`config.mk`:
```
export PLATFORM = sky130hd
export DESIGN_NAME = decode_stage
export DESIGN_NICKNAME = d
export VERILOG_FILES = /design/src/decode_pkg.sv /design/src/decode_stage.sv /design/src/instr_decode.sv /design/src/ctrl_regfile.sv /design/src/regfile.sv /design/src/extend.sv /design/src/control_unit.sv /design/src/handshake_reg.sv
export SDC_FILE = /design/constraint.sdc
export NUM_CORES = 2
export LEC_CHECK = 0
export BUFFER_PORTS_ARGS = -buffer_cell sky130_fd_sc_hd__buf_2
export CAP_MARGIN = 25
export CORE_ASPECT_RATIO = 1.1
export CORE_UTILIZATION = 25
export CTS_CLUSTER_DIAMETER = 150
export CTS_CLUSTER_SIZE = 28
export DETAILED_ROUTE_END_ITERATION = 7
export HOLD_SLACK_MARGIN = 0.15
export PLACE_DENSITY = 0.46
export SLEW_MARGIN = 20
export SYNTH_ARGS = -nofsm -noshare
export SYNTH_HDL_FRONTEND = slang
export SYNTH_HIERARCHICAL = 1
export SYNTH_SLANG_ARGS = --single-unit
```
`constraint.sdc`:
```
create_clock -name clk -period 13.25 [get_ports clk]
set_clock_uncertainty 0.2 [all_clocks]
set_input_delay 1.325 -clock clk [delete_from_list [all_inputs] [get_ports clk]]
set_output_delay 1.325 -clock clk [all_outputs]
set_load 0.02 [all_outputs]
```
`src/decode_pkg.sv`:
```
package decode_pkg;

    localparam int xlen = 32;
    localparam int reg_addr_w = 5;

    // opcodes
    localparam logic [6:0] op_lui = 7'b0110111;
    localparam logic [6:0] op_jal = 7'b1101111;
    localparam logic [6:0] op_op_imm = 7'b0010011;
    localparam logic [6:0] op_op = 7'b0110011;
    localparam logic [6:0] op_load = 7'b0000011;
    localparam logic [6:0] op_store = 7'b0100011;
    localparam logic [6:0] op_branch = 7'b1100011;
    localparam logic [6:0] op_custom0 = 7'b0001011;  // control register write

    // immediate formats
    localparam logic [1:0] imm_i = 2'b00;
    localparam logic [1:0] imm_s = 2'b01;
    localparam logic [1:0] imm_b = 2'b10;
    localparam logic [1:0] imm_j = 2'b11;

    localparam int n_ctrl_regs = 4;
    localparam int ctrl_addr_w = $clog2(n_ctrl_regs);

    typedef struct packed {
        logic [xlen-1:0] pc;
        logic [xlen-1:0] pc_plus4;
        logic [xlen-1:0] instr;
    } fetch_t;

    typedef struct packed {
        logic reg_write;
        logic [1:0] result_src;  // 00 alu, 01 mem, 10 pc+4, 11 imm
        logic mem_write;
        logic jump;
        logic branch;
        logic alu_src;
        logic [2:0] alu_control;
        logic ctrl_write;
        logic ctrl_src;          // 0 rd1, 1 rs1 field
    } ctrl_t;

    typedef struct packed {
        ctrl_t ctrl;
        logic [xlen-1:0] pc;
        logic [xlen-1:0] pc_plus4;
        logic [xlen-1:0] rd1;
        logic [xlen-1:0] rd2;
        logic [xlen-1:0] imm_ext;
        logic [reg_addr_w-1:0] rs1;
        logic [reg_addr_w-1:0] rs2;
        logic [reg_addr_w-1:0] rd;
        logic [xlen-1:0] ctrl_data;
        logic [n_ctrl_regs-1:0] status;
    } decode_t;

endpackage
```
`src/decode_stage.sv`:
```
`timescale 1ns/10ps

module decode_stage (
    input  logic                              clk,
    input  logic                              arst_n,
    input  logic                              in_req,
    output logic                              in_ack,
    input  decode_pkg::fetch_t                in_data,
    output logic                              out_req,
    input  logic                              out_ack,
    output decode_pkg::decode_t               out_data,
    input  logic                              wb_we,
    input  logic [decode_pkg::reg_addr_w-1:0] wb_rd,
    input  logic [decode_pkg::xlen-1:0]       wb_data
);
    logic a_req;
    logic b_ack;
    logic accept;
    decode_pkg::fetch_t a_data;
    decode_pkg::decode_t dec;

    handshake_reg #(
        .payload_t (decode_pkg::fetch_t)
    ) slot_a (
        .clk      (clk),
        .arst_n   (arst_n),
        .in_req   (in_req),
        .in_ack   (in_ack),
        .in_data  (in_data),
        .out_req  (a_req),
        .out_ack  (b_ack),
        .out_data (a_data)
    );

    // b has just acked while a still holds the record, true one cycle per transfer
    assign accept = a_req & b_ack;

    instr_decode i_instr_decode (
        .clk     (clk),
        .arst_n  (arst_n),
        .fetch   (a_data),
        .accept  (accept),
        .wb_we   (wb_we),
        .wb_rd   (wb_rd),
        .wb_data (wb_data),
        .dec     (dec)
    );

    handshake_reg #(
        .payload_t (decode_pkg::decode_t)
    ) slot_b (
        .clk      (clk),
        .arst_n   (arst_n),
        .in_req   (a_req),
        .in_ack   (b_ack),
        .in_data  (dec),
        .out_req  (out_req),
        .out_ack  (out_ack),
        .out_data (out_data)
    );

endmodule

```
`src/instr_decode.sv`:
```
`timescale 1ns/10ps

module instr_decode (
    input  logic                              clk,
    input  logic                              arst_n,
    input  decode_pkg::fetch_t                fetch,
    input  logic                              accept,
    input  logic                              wb_we,
    input  logic [decode_pkg::reg_addr_w-1:0] wb_rd,
    input  logic [decode_pkg::xlen-1:0]       wb_data,
    output decode_pkg::decode_t               dec
);
    decode_pkg::ctrl_t ctrl;
    logic [1:0] imm_src;
    logic [decode_pkg::xlen-1:0] rd1;
    logic [decode_pkg::xlen-1:0] rd2;
    logic [decode_pkg::xlen-1:0] imm_ext;
    logic [decode_pkg::reg_addr_w-1:0] rs1;
    logic [decode_pkg::reg_addr_w-1:0] rs2;
    logic [decode_pkg::reg_addr_w-1:0] rd;
    logic [decode_pkg::xlen-1:0] ctrl_din;
    logic [decode_pkg::xlen-1:0] ctrl_dout;
    logic [decode_pkg::n_ctrl_regs-1:0] status;
    logic ctrl_we;

    assign rs1 = fetch.instr[19:15];
    assign rs2 = fetch.instr[24:20];
    assign rd = fetch.instr[11:7];

    control_unit i_control_unit (
        .instr   (fetch.instr),
        .ctrl    (ctrl),
        .imm_src (imm_src)
    );

    regfile i_regfile (
        .clk    (clk),
        .arst_n (arst_n),
        .we     (wb_we),
        .a1     (rs1),
        .a2     (rs2),
        .a3     (wb_rd),
        .wd     (wb_data),
        .rd1    (rd1),
        .rd2    (rd2)
    );

    extend i_extend (
        .instr   (fetch.instr[31:7]),
        .imm_src (imm_src),
        .imm_ext (imm_ext)
    );

    // zero-extended rs1 field or rd1
    assign ctrl_din = ctrl.ctrl_src ? {{(decode_pkg::xlen - decode_pkg::reg_addr_w){1'b0}}, rs1}
                                    : rd1;
    assign ctrl_we = accept & ctrl.ctrl_write;  // once per transfer

    ctrl_regfile i_ctrl_regfile (
        .clk    (clk),
        .arst_n (arst_n),
        .we     (ctrl_we),
        .addr   (imm_ext[decode_pkg::ctrl_addr_w-1:0]),
        .din    (ctrl_din),
        .dout   (ctrl_dout),
        .status (status)
    );

    always_comb begin
        dec.ctrl = ctrl;
        dec.pc = fetch.pc;
        dec.pc_plus4 = fetch.pc_plus4;
        dec.rd1 = rd1;
        dec.rd2 = rd2;
        dec.imm_ext = imm_ext;
        dec.rs1 = rs1;
        dec.rs2 = rs2;
        dec.rd = rd;
        dec.ctrl_data = ctrl_dout;  // value before this instruction's write
        dec.status = status;
    end

endmodule

```
`src/ctrl_regfile.sv`:
```
`timescale 1ns/10ps

module ctrl_regfile (
    input  logic                               clk,
    input  logic                               arst_n,
    input  logic                               we,
    input  logic [decode_pkg::ctrl_addr_w-1:0] addr,
    input  logic [decode_pkg::xlen-1:0]        din,
    output logic [decode_pkg::xlen-1:0]        dout,
    output logic [decode_pkg::n_ctrl_regs-1:0] status
);
    logic [decode_pkg::xlen-1:0] cregs [decode_pkg::n_ctrl_regs];

    always_ff @(posedge clk or negedge arst_n) begin
        if (!arst_n) begin
            for (int i = 0; i < decode_pkg::n_ctrl_regs; i++) begin
                cregs[i] <= '0;
            end
        end else if (we) begin
            cregs[addr] <= din;
        end
    end

    assign dout = cregs[addr];

    // nonzero flag per register
    always_comb begin
        for (int k = 0; k < decode_pkg::n_ctrl_regs; k++) begin
            status[k] = |cregs[k];
        end
    end

endmodule

```
`src/regfile.sv`:
```
`timescale 1ns/10ps

module regfile (
    input  logic                              clk,
    input  logic                              arst_n,
    input  logic                              we,
    input  logic [decode_pkg::reg_addr_w-1:0] a1,
    input  logic [decode_pkg::reg_addr_w-1:0] a2,
    input  logic [decode_pkg::reg_addr_w-1:0] a3,
    input  logic [decode_pkg::xlen-1:0]       wd,
    output logic [decode_pkg::xlen-1:0]       rd1,
    output logic [decode_pkg::xlen-1:0]       rd2
);
    logic [decode_pkg::xlen-1:0] regs [1:31];  // x0 not stored

    // write on falling edge, read in second half
    always_ff @(negedge clk or negedge arst_n) begin
        if (!arst_n) begin
            for (int i = 1; i < 32; i++) begin
                regs[i] <= '0;
            end
        end else if (we && a3 != '0) begin
            regs[a3] <= wd;
        end
    end

    assign rd1 = (a1 == '0) ? '0 : regs[a1];
    assign rd2 = (a2 == '0) ? '0 : regs[a2];

endmodule

```
`src/extend.sv`:
```
`timescale 1ns/10ps

module extend (
    input  logic [31:7]                 instr,
    input  logic [1:0]                  imm_src,
    output logic [decode_pkg::xlen-1:0] imm_ext
);
    always_comb begin
        case (imm_src)
            decode_pkg::imm_i: begin
                imm_ext = {{20{instr[31]}}, instr[31:20]};
            end
            decode_pkg::imm_s: begin
                imm_ext = {{20{instr[31]}}, instr[31:25], instr[11:7]};
            end
            decode_pkg::imm_b: begin
                imm_ext = {{20{instr[31]}}, instr[7], instr[30:25], instr[11:8], 1'b0};
            end
            default: begin
                // jal
                imm_ext = {{12{instr[31]}}, instr[19:12], instr[20], instr[30:21], 1'b0};
            end
        endcase
    end

endmodule

```
`src/control_unit.sv`:
```
`timescale 1ns/10ps

module control_unit (
    input  logic [decode_pkg::xlen-1:0] instr,
    output decode_pkg::ctrl_t           ctrl,
    output logic [1:0]                  imm_src
);
    logic [6:0] opcode;
    logic [2:0] funct3;
    logic funct7_5;
    logic [1:0] alu_op;

    assign opcode = instr[6:0];
    assign funct3 = instr[14:12];
    assign funct7_5 = instr[30];

    // main decoder
    always_comb begin
        ctrl = '0;
        imm_src = decode_pkg::imm_i;
        alu_op = 2'b00;
        case (opcode)
            decode_pkg::op_load: begin
                ctrl.reg_write = 1'b1;
                ctrl.result_src = 2'b01;
                ctrl.alu_src = 1'b1;
            end
            decode_pkg::op_store: begin
                ctrl.mem_write = 1'b1;
                ctrl.alu_src = 1'b1;
                imm_src = decode_pkg::imm_s;
            end
            decode_pkg::op_op: begin
                ctrl.reg_write = 1'b1;
                alu_op = 2'b10;
            end
            decode_pkg::op_op_imm: begin
                ctrl.reg_write = 1'b1;
                ctrl.alu_src = 1'b1;
                alu_op = 2'b10;
            end
            decode_pkg::op_branch: begin
                ctrl.branch = 1'b1;
                imm_src = decode_pkg::imm_b;
                alu_op = 2'b01;   // compare by subtraction
            end
            decode_pkg::op_jal: begin
                ctrl.reg_write = 1'b1;
                ctrl.result_src = 2'b10;
                ctrl.jump = 1'b1;
                imm_src = decode_pkg::imm_j;
            end
            decode_pkg::op_lui: begin
                // no U format here, execute forms the upper value
                ctrl.reg_write = 1'b1;
                ctrl.result_src = 2'b11;
                ctrl.alu_src = 1'b1;
            end
            decode_pkg::op_custom0: begin
                ctrl.ctrl_write = 1'b1;
                ctrl.ctrl_src = funct3[0];
            end
            default: ;
        endcase

        // alu decoder
        case (alu_op)
            2'b00: ctrl.alu_control = 3'b000;
            2'b01: ctrl.alu_control = 3'b001;
            default: begin
                case (funct3)
                    3'b000: begin
                        // sub only for register-register ops
                        if (opcode == decode_pkg::op_op && funct7_5) begin
                            ctrl.alu_control = 3'b001;
                        end else begin
                            ctrl.alu_control = 3'b000;
                        end
                    end
                    3'b001: ctrl.alu_control = 3'b110;  // sll
                    3'b010: ctrl.alu_control = 3'b101;  // slt
                    3'b011: ctrl.alu_control = 3'b101;
                    3'b100: ctrl.alu_control = 3'b100;  // xor
                    3'b101: ctrl.alu_control = 3'b111;  // srl
                    3'b110: ctrl.alu_control = 3'b011;  // or
                    default: ctrl.alu_control = 3'b010; // and
                endcase
            end
        endcase
    end

endmodule

```
`src/handshake_reg.sv`:
```
`timescale 1ns/10ps

module handshake_reg #(
    parameter type payload_t = logic [31:0]
) (
    input  logic     clk,
    input  logic     arst_n,
    input  logic     in_req,
    output logic     in_ack,
    input  payload_t in_data,
    output logic     out_req,
    input  logic     out_ack,
    output payload_t out_data
);
    logic full;
    logic out_wait;  // ack seen, waiting for it to return low
    logic capture;
    logic drain;
    payload_t data_q;

    assign capture = in_req & ~in_ack & ~full;
    assign drain = out_req & out_ack;

    always_ff @(posedge clk or negedge arst_n) begin
        if (!arst_n) begin
            full <= 1'b0;
            in_ack <= 1'b0;
            out_wait <= 1'b0;
        end else begin
            if (capture) begin
                full <= 1'b1;
            end else if (drain) begin
                full <= 1'b0;
            end

            if (capture) begin
                in_ack <= 1'b1;
            end else if (!in_req) begin
                in_ack <= 1'b0;  // return to zero
            end

            if (drain) begin
                out_wait <= 1'b1;
            end else if (!out_ack) begin
                out_wait <= 1'b0;
            end
        end
    end

    always_ff @(posedge clk) begin
        if (capture) data_q <= in_data;
    end

    assign out_req = full & ~out_wait;
    assign out_data = data_q;

endmodule

```
* Word level (Yosys, flattened, before mapping)
Index checks and enable logic that the tools add are counted.
Storage, ports and cells: register bits after elaboration 1434, input port bits 138, output and inout bits 225, logic and storage cells 171
Operators by class: $lt $le $gt $ge 6, equal/unequal tests 21, mux-type cells 42, bitwise operators 19, reduce and logical (&&, ||, !) cells 20
Operators with widths (count):
- 992-bit bitwise mux | 1
- 32-bit binary-select mux with 5-bit select | 2
- 32-bit two-way mux | 10
- 32-bit demux with 5-bit select | 1
- 128-bit bitwise mux | 1
- 32-bit OR reduction | 4
- 32-bit binary-select mux with 2-bit select | 1
- 32-bit demux with 2-bit select | 1
- 20-bit case mux with 3 select lines | 1
- 7-bit by 6-bit == test with 1-bit output, second input constant | 3
- 6-bit >= comparator, second input constant | 3
- 1-bit two-way mux | 18
- 5-bit inverter with 6-bit output | 3
- 3-bit case mux with 6 select lines | 1
- 7-bit == test, second input constant | 2
- 2-bit case mux with 3 select lines | 2
- 5-bit zero test | 2
- 1-bit AND | 9
- 3-bit == test, second input constant | 3
- 7-bit by 2-bit == test with 1-bit output, second input constant | 1
- 7-bit by 4-bit == test with 1-bit output, second input constant | 1
- 7-bit by 5-bit == test with 1-bit output, second input constant | 1
- 3-bit by 2-bit == test with 1-bit output, second input constant | 2
- 6-bit by 1-bit less-than comparator with 1-bit output, second input constant | 1
- 20 further kinds | 34

* Depth between registers and ports, before layout
depth after elaboration 10, depth in mapped cells 10, gate-level depth less buffers 7

* Hierarchy
Netlist, hierarchy kept.
By module, submodules not included:
- regfile | times used 1, cells each 4066, area an instance 53316.1 µm²
- handshake_reg at slot_b | times used 1, cells each 233, area an instance 6822.8 µm²
- ctrl_regfile | times used 1, cells each 356, area an instance 5818.1 µm²
- handshake_reg at slot_a | times used 1, cells each 106, area an instance 3009.1 µm²
- instr_decode | times used 1, cells each 115, area an instance 859.6 µm²
- extend | times used 1, cells each 39, area an instance 322.8 µm²
- control_unit | times used 1, cells each 48, area an instance 284.0 µm²
- decode_stage | times used 1, cells each 1, area an instance 6.3 µm²

==> flow_summary.json <==
{
  "synthArstFlopShare": 0.779,
  "netlist_area_um2": 70400,
  "critical_path_required_ns": 6.99,
  "numPortBuffers": 362,
  "clock_path_buffers": 3,
  "ys_warn_count": 6,
  "die_y_um": 559,
  "maxCapViolCount": 0,
  "syn_nets": 5102,
  "dr.pass1.iters": 7,
  "cts-htree-levels": 2,
  "synth_area_leader_cell": "dfrtn_1",
  "finalSetupViolations": 0,
  "grt_pass1_wl_um": 350000,
  "status": "completed",
  "vias": 43941,
  "num_rows": 204,
  "pwr-share-comb": 0.293,
  "pwr-share-seq": 0.510,
  "synth_edf_count": 319,
  "drc": 0,
  "nets": 5089,
  "path_cells": "buf_2 -> nor2b_1 -> nand3_1 -> nor2_4 -> buf_4 -> mux2_2",
  "cts_setup_buffers": 0,
  "fill_cells": 28542,
  "synth.distinct_cells": 62,
  "power_density_nw_per_um2": 156,
  "root_buffer": "clkbuf_16",
  "slowest_delay_ns": 0.79,
  "ir_drop_mv": 0.109,
  "synth.area.top_cells": "dfrtn_1, mux2_2, edfxtp_1, mux2i_1, mux4_2",
  "rsz0062_at_grt": "no",
  "grt_max_degree": 164,
  "path_class": "in -> reg",
  "clk_pin_slew_ns": 0.10,
  "synth.ff_latch_count": 1445,
  "p_int_w": 0.00794,
  "swShare": 0.343,
  "clock_sinks": 1445,
  "cts_resized": 0,
  "static-leakage-power_nw": 32.8,
  "slew_headroom": 0.240,
  "cp_max_fo": 17,
  "die_x_um": 508,
  "fp.coreArea_um2": 281000,
  "antenna_found_initial": 35,
  "final_cell_mix": "mux2_2, dfrtn_1, mux2i_1, buf_2, edfxtp_1",
  "crit_arrival_ns": 3.84,
  "setup-tns-final_ns": 0,
  "critPathSlowestCell": "nor2_4",
  "finalHoldViolations": 0,
  "yosys_most_used_dff": "dfrtn_1",
  "start_util": 0.251,
  "grt_pass1_vias": 45482,
  "cts_hold_buf": 0,
  "grt_usage": 0.170,
  "grt_overflow": 0,
  "clkLatencyLatePin_ns": 0.77,
  "pwr-share-clk": 0.197,
  "finalMaxSlewViolations": 0,
  "tightest_slew_ns": 1.14,
  "wl_per_cell_um": 28.3,
  "final_common_cell": "mux2_2",
  "via_per_inst": 5.05,
  "drive_gt1_frac": 0.396,
  "drt_iter0_drc": 3083,
  "min_path_type": "reg -> reg",
  "ioPinCount": 363,
  "flow.area_growth_from_synthesis_pct": 9.59,
  "synthCells": 4964,
  "ys_seq_area_frac": 0.536,
  "end_kind": "flip-flop",
  "avgSynthCellArea_um2": 14.2,
  "dp_hpwl_um": 154000,
  "cts_tree": "done",
  "cp-start-kind": "primary input",
  "p_sw_w": 0.00414,
  "ant_nets": 0,
  "final_util": 0.275,
  "numCtsBuffers": 58,
  "die_area_um2": 284000,
  "drt_wl_total_um": 247000,
  "place.gp.congestion": 0.772,
  "yosysTopAreaCellShare": 0.352
}
-- Yosys cell counts, drive strengths merged, types with 2 or more instances --
library cell     n
a211oi          64
a21boi           3
a21o             2
a21oi           39
a221o           32
a221oi          31
a22oi           64
a31o             8
and2             7
and2b            4
and3             4
buf            361
clkbuf         197
dfrtn          992
dfrtp          134
edfxtp         319
inv              5
mux2          1257
mux2i          579
mux4           160
nand2           26
nand2b          13
nand3           10
nand3b           5
nand4           11
nor2            22
nor2b           69
nor3           133
nor3b            5
nor4            64
o21a             2
o22ai          287
or2              9
or2b             2
or3             34
-- state kept, by name (all words and copies together) (netlist names) --
name and flops:
i_instr_decode/i_regfile/regs 992, slot_b/out_data 223, i_instr_decode/i_ctrl_regfile/cregs 128, slot_a/out_data 96, slot_a/full 1, slot_a/in_ack 1
slot_a/out_wait 1, slot_b/full 1, slot_b/in_ack 1, slot_b/out_wait 1
-- critical path: cells and delay by family --
kind | cells | cell delay, ns
buffers and inverters | 2 | 0.76
muxes | 1 | 0.39
and+or+nand+nor | 3 | 1.33
-- layout make-up --
type,instances,area (um^2),share of cell area
Inverter,5,18.8,0.000243
Sequential cell,1445,37800,0.489
Clock inverter,4,77.6,0.00100
Timing Repair Buffer,485,2900,0.0376
Multi-Input combinational cell,2956,30100,0.390
Tap cell,3708,4640,0.0601
Clock buffer,85,1620,0.0209
Antenna cell,16,40.0,0.000519
-- power by group through the flow --
stage / clock network, W / registers [W] / logic (W)
floorplan: 0 / 0.00642 / 0.00209
global placement: 0 / 0.00621 / 0.00352
detailed placement: 0 / 0.00625 / 0.00355
CTS: 0.00249 / 0.00616 / 0.00356
global route: 0.00262 / 0.00628 / 0.00378
finish: 0.00238 / 0.00616 / 0.00354
-- cell families after synthesis --
kind of cell              count (synthesis)  synth area share
muxes                                  1996             0.335
xor gates and xnor gates                  1          0.000231
DFF                                    1445             0.536
and+or+nand+nor                         423            0.0345
AOI/OAI and AO/OA                       536            0.0526
buffers and inverters                   563            0.0421
-- stage by stage --
| step | std cells | worst slack, ns | cell area (um^2) | hold slack [ns] | power [W] |
|---|---|---|---|---|---|
| floorplan | 4964 | 3.22 | 70400 | 0.231 | 0.00851 |
| global placement | 8592 | 2.33 | 75400 | 0.201 | 0.00973 |
| detailed placement | 8597 | 2.40 | 75400 | 0.205 | 0.00980 |
| CTS | 8686 | 3.19 | 77100 | 0.230 | 0.0122 |
| global route | 8689 | 3.10 | 77200 | 0.237 | 0.0127 |
| finish | 8704 | 3.15 | 77200 | 0.230 | 0.0121 |
-- final timing paths --
| path | from | end | slack [ns] | depth (start not counted) |
|---|---|---|---|---|
| worst max-delay path | wb_rd[1] | i_instr_decode/i_regfile/regs[554]$_DFFE_NN0P_ | 3.15 | 6 |
| worst min-delay path | slot_a/out_data[61]$_DFFE_PP_ | slot_b/out_data[176]$_DFFE_PP_ | 0.23 | 0 |
| worst max register to register | i_instr_decode/i_regfile/regs[984]$_DFFE_NN0P_ | i_instr_decode/i_ctrl_regfile/cregs[88]$_DFFE_PN0P_ | 3.76 | 6 |
| worst min register to register | slot_a/out_data[61]$_DFFE_PP_ | slot_b/out_data[176]$_DFFE_PP_ | 0.23 | 0 |
| max in group asynchronous | arst_n | i_instr_decode/i_regfile/regs[796]$_DFFE_NN0P_ | 4.35 | 2 |
| min in group asynchronous | arst_n | slot_b/in_ack$_DFFE_PN0P_ | 1.28 | 2 |
-- layer usage --
metal	global-route usage	vias to the layer above	wire, um	part of all wire
met5	0	-	138	0.00056
li1	-	18709	-	-
met1	0.232	23710	112000	0.45
met2	0.278	1226	115000	0.46
met4	0.0380	22	5530	0.022
met3	0.0314	274	14700	0.059
No activity file was read; power rests on OpenSTA's default activity.
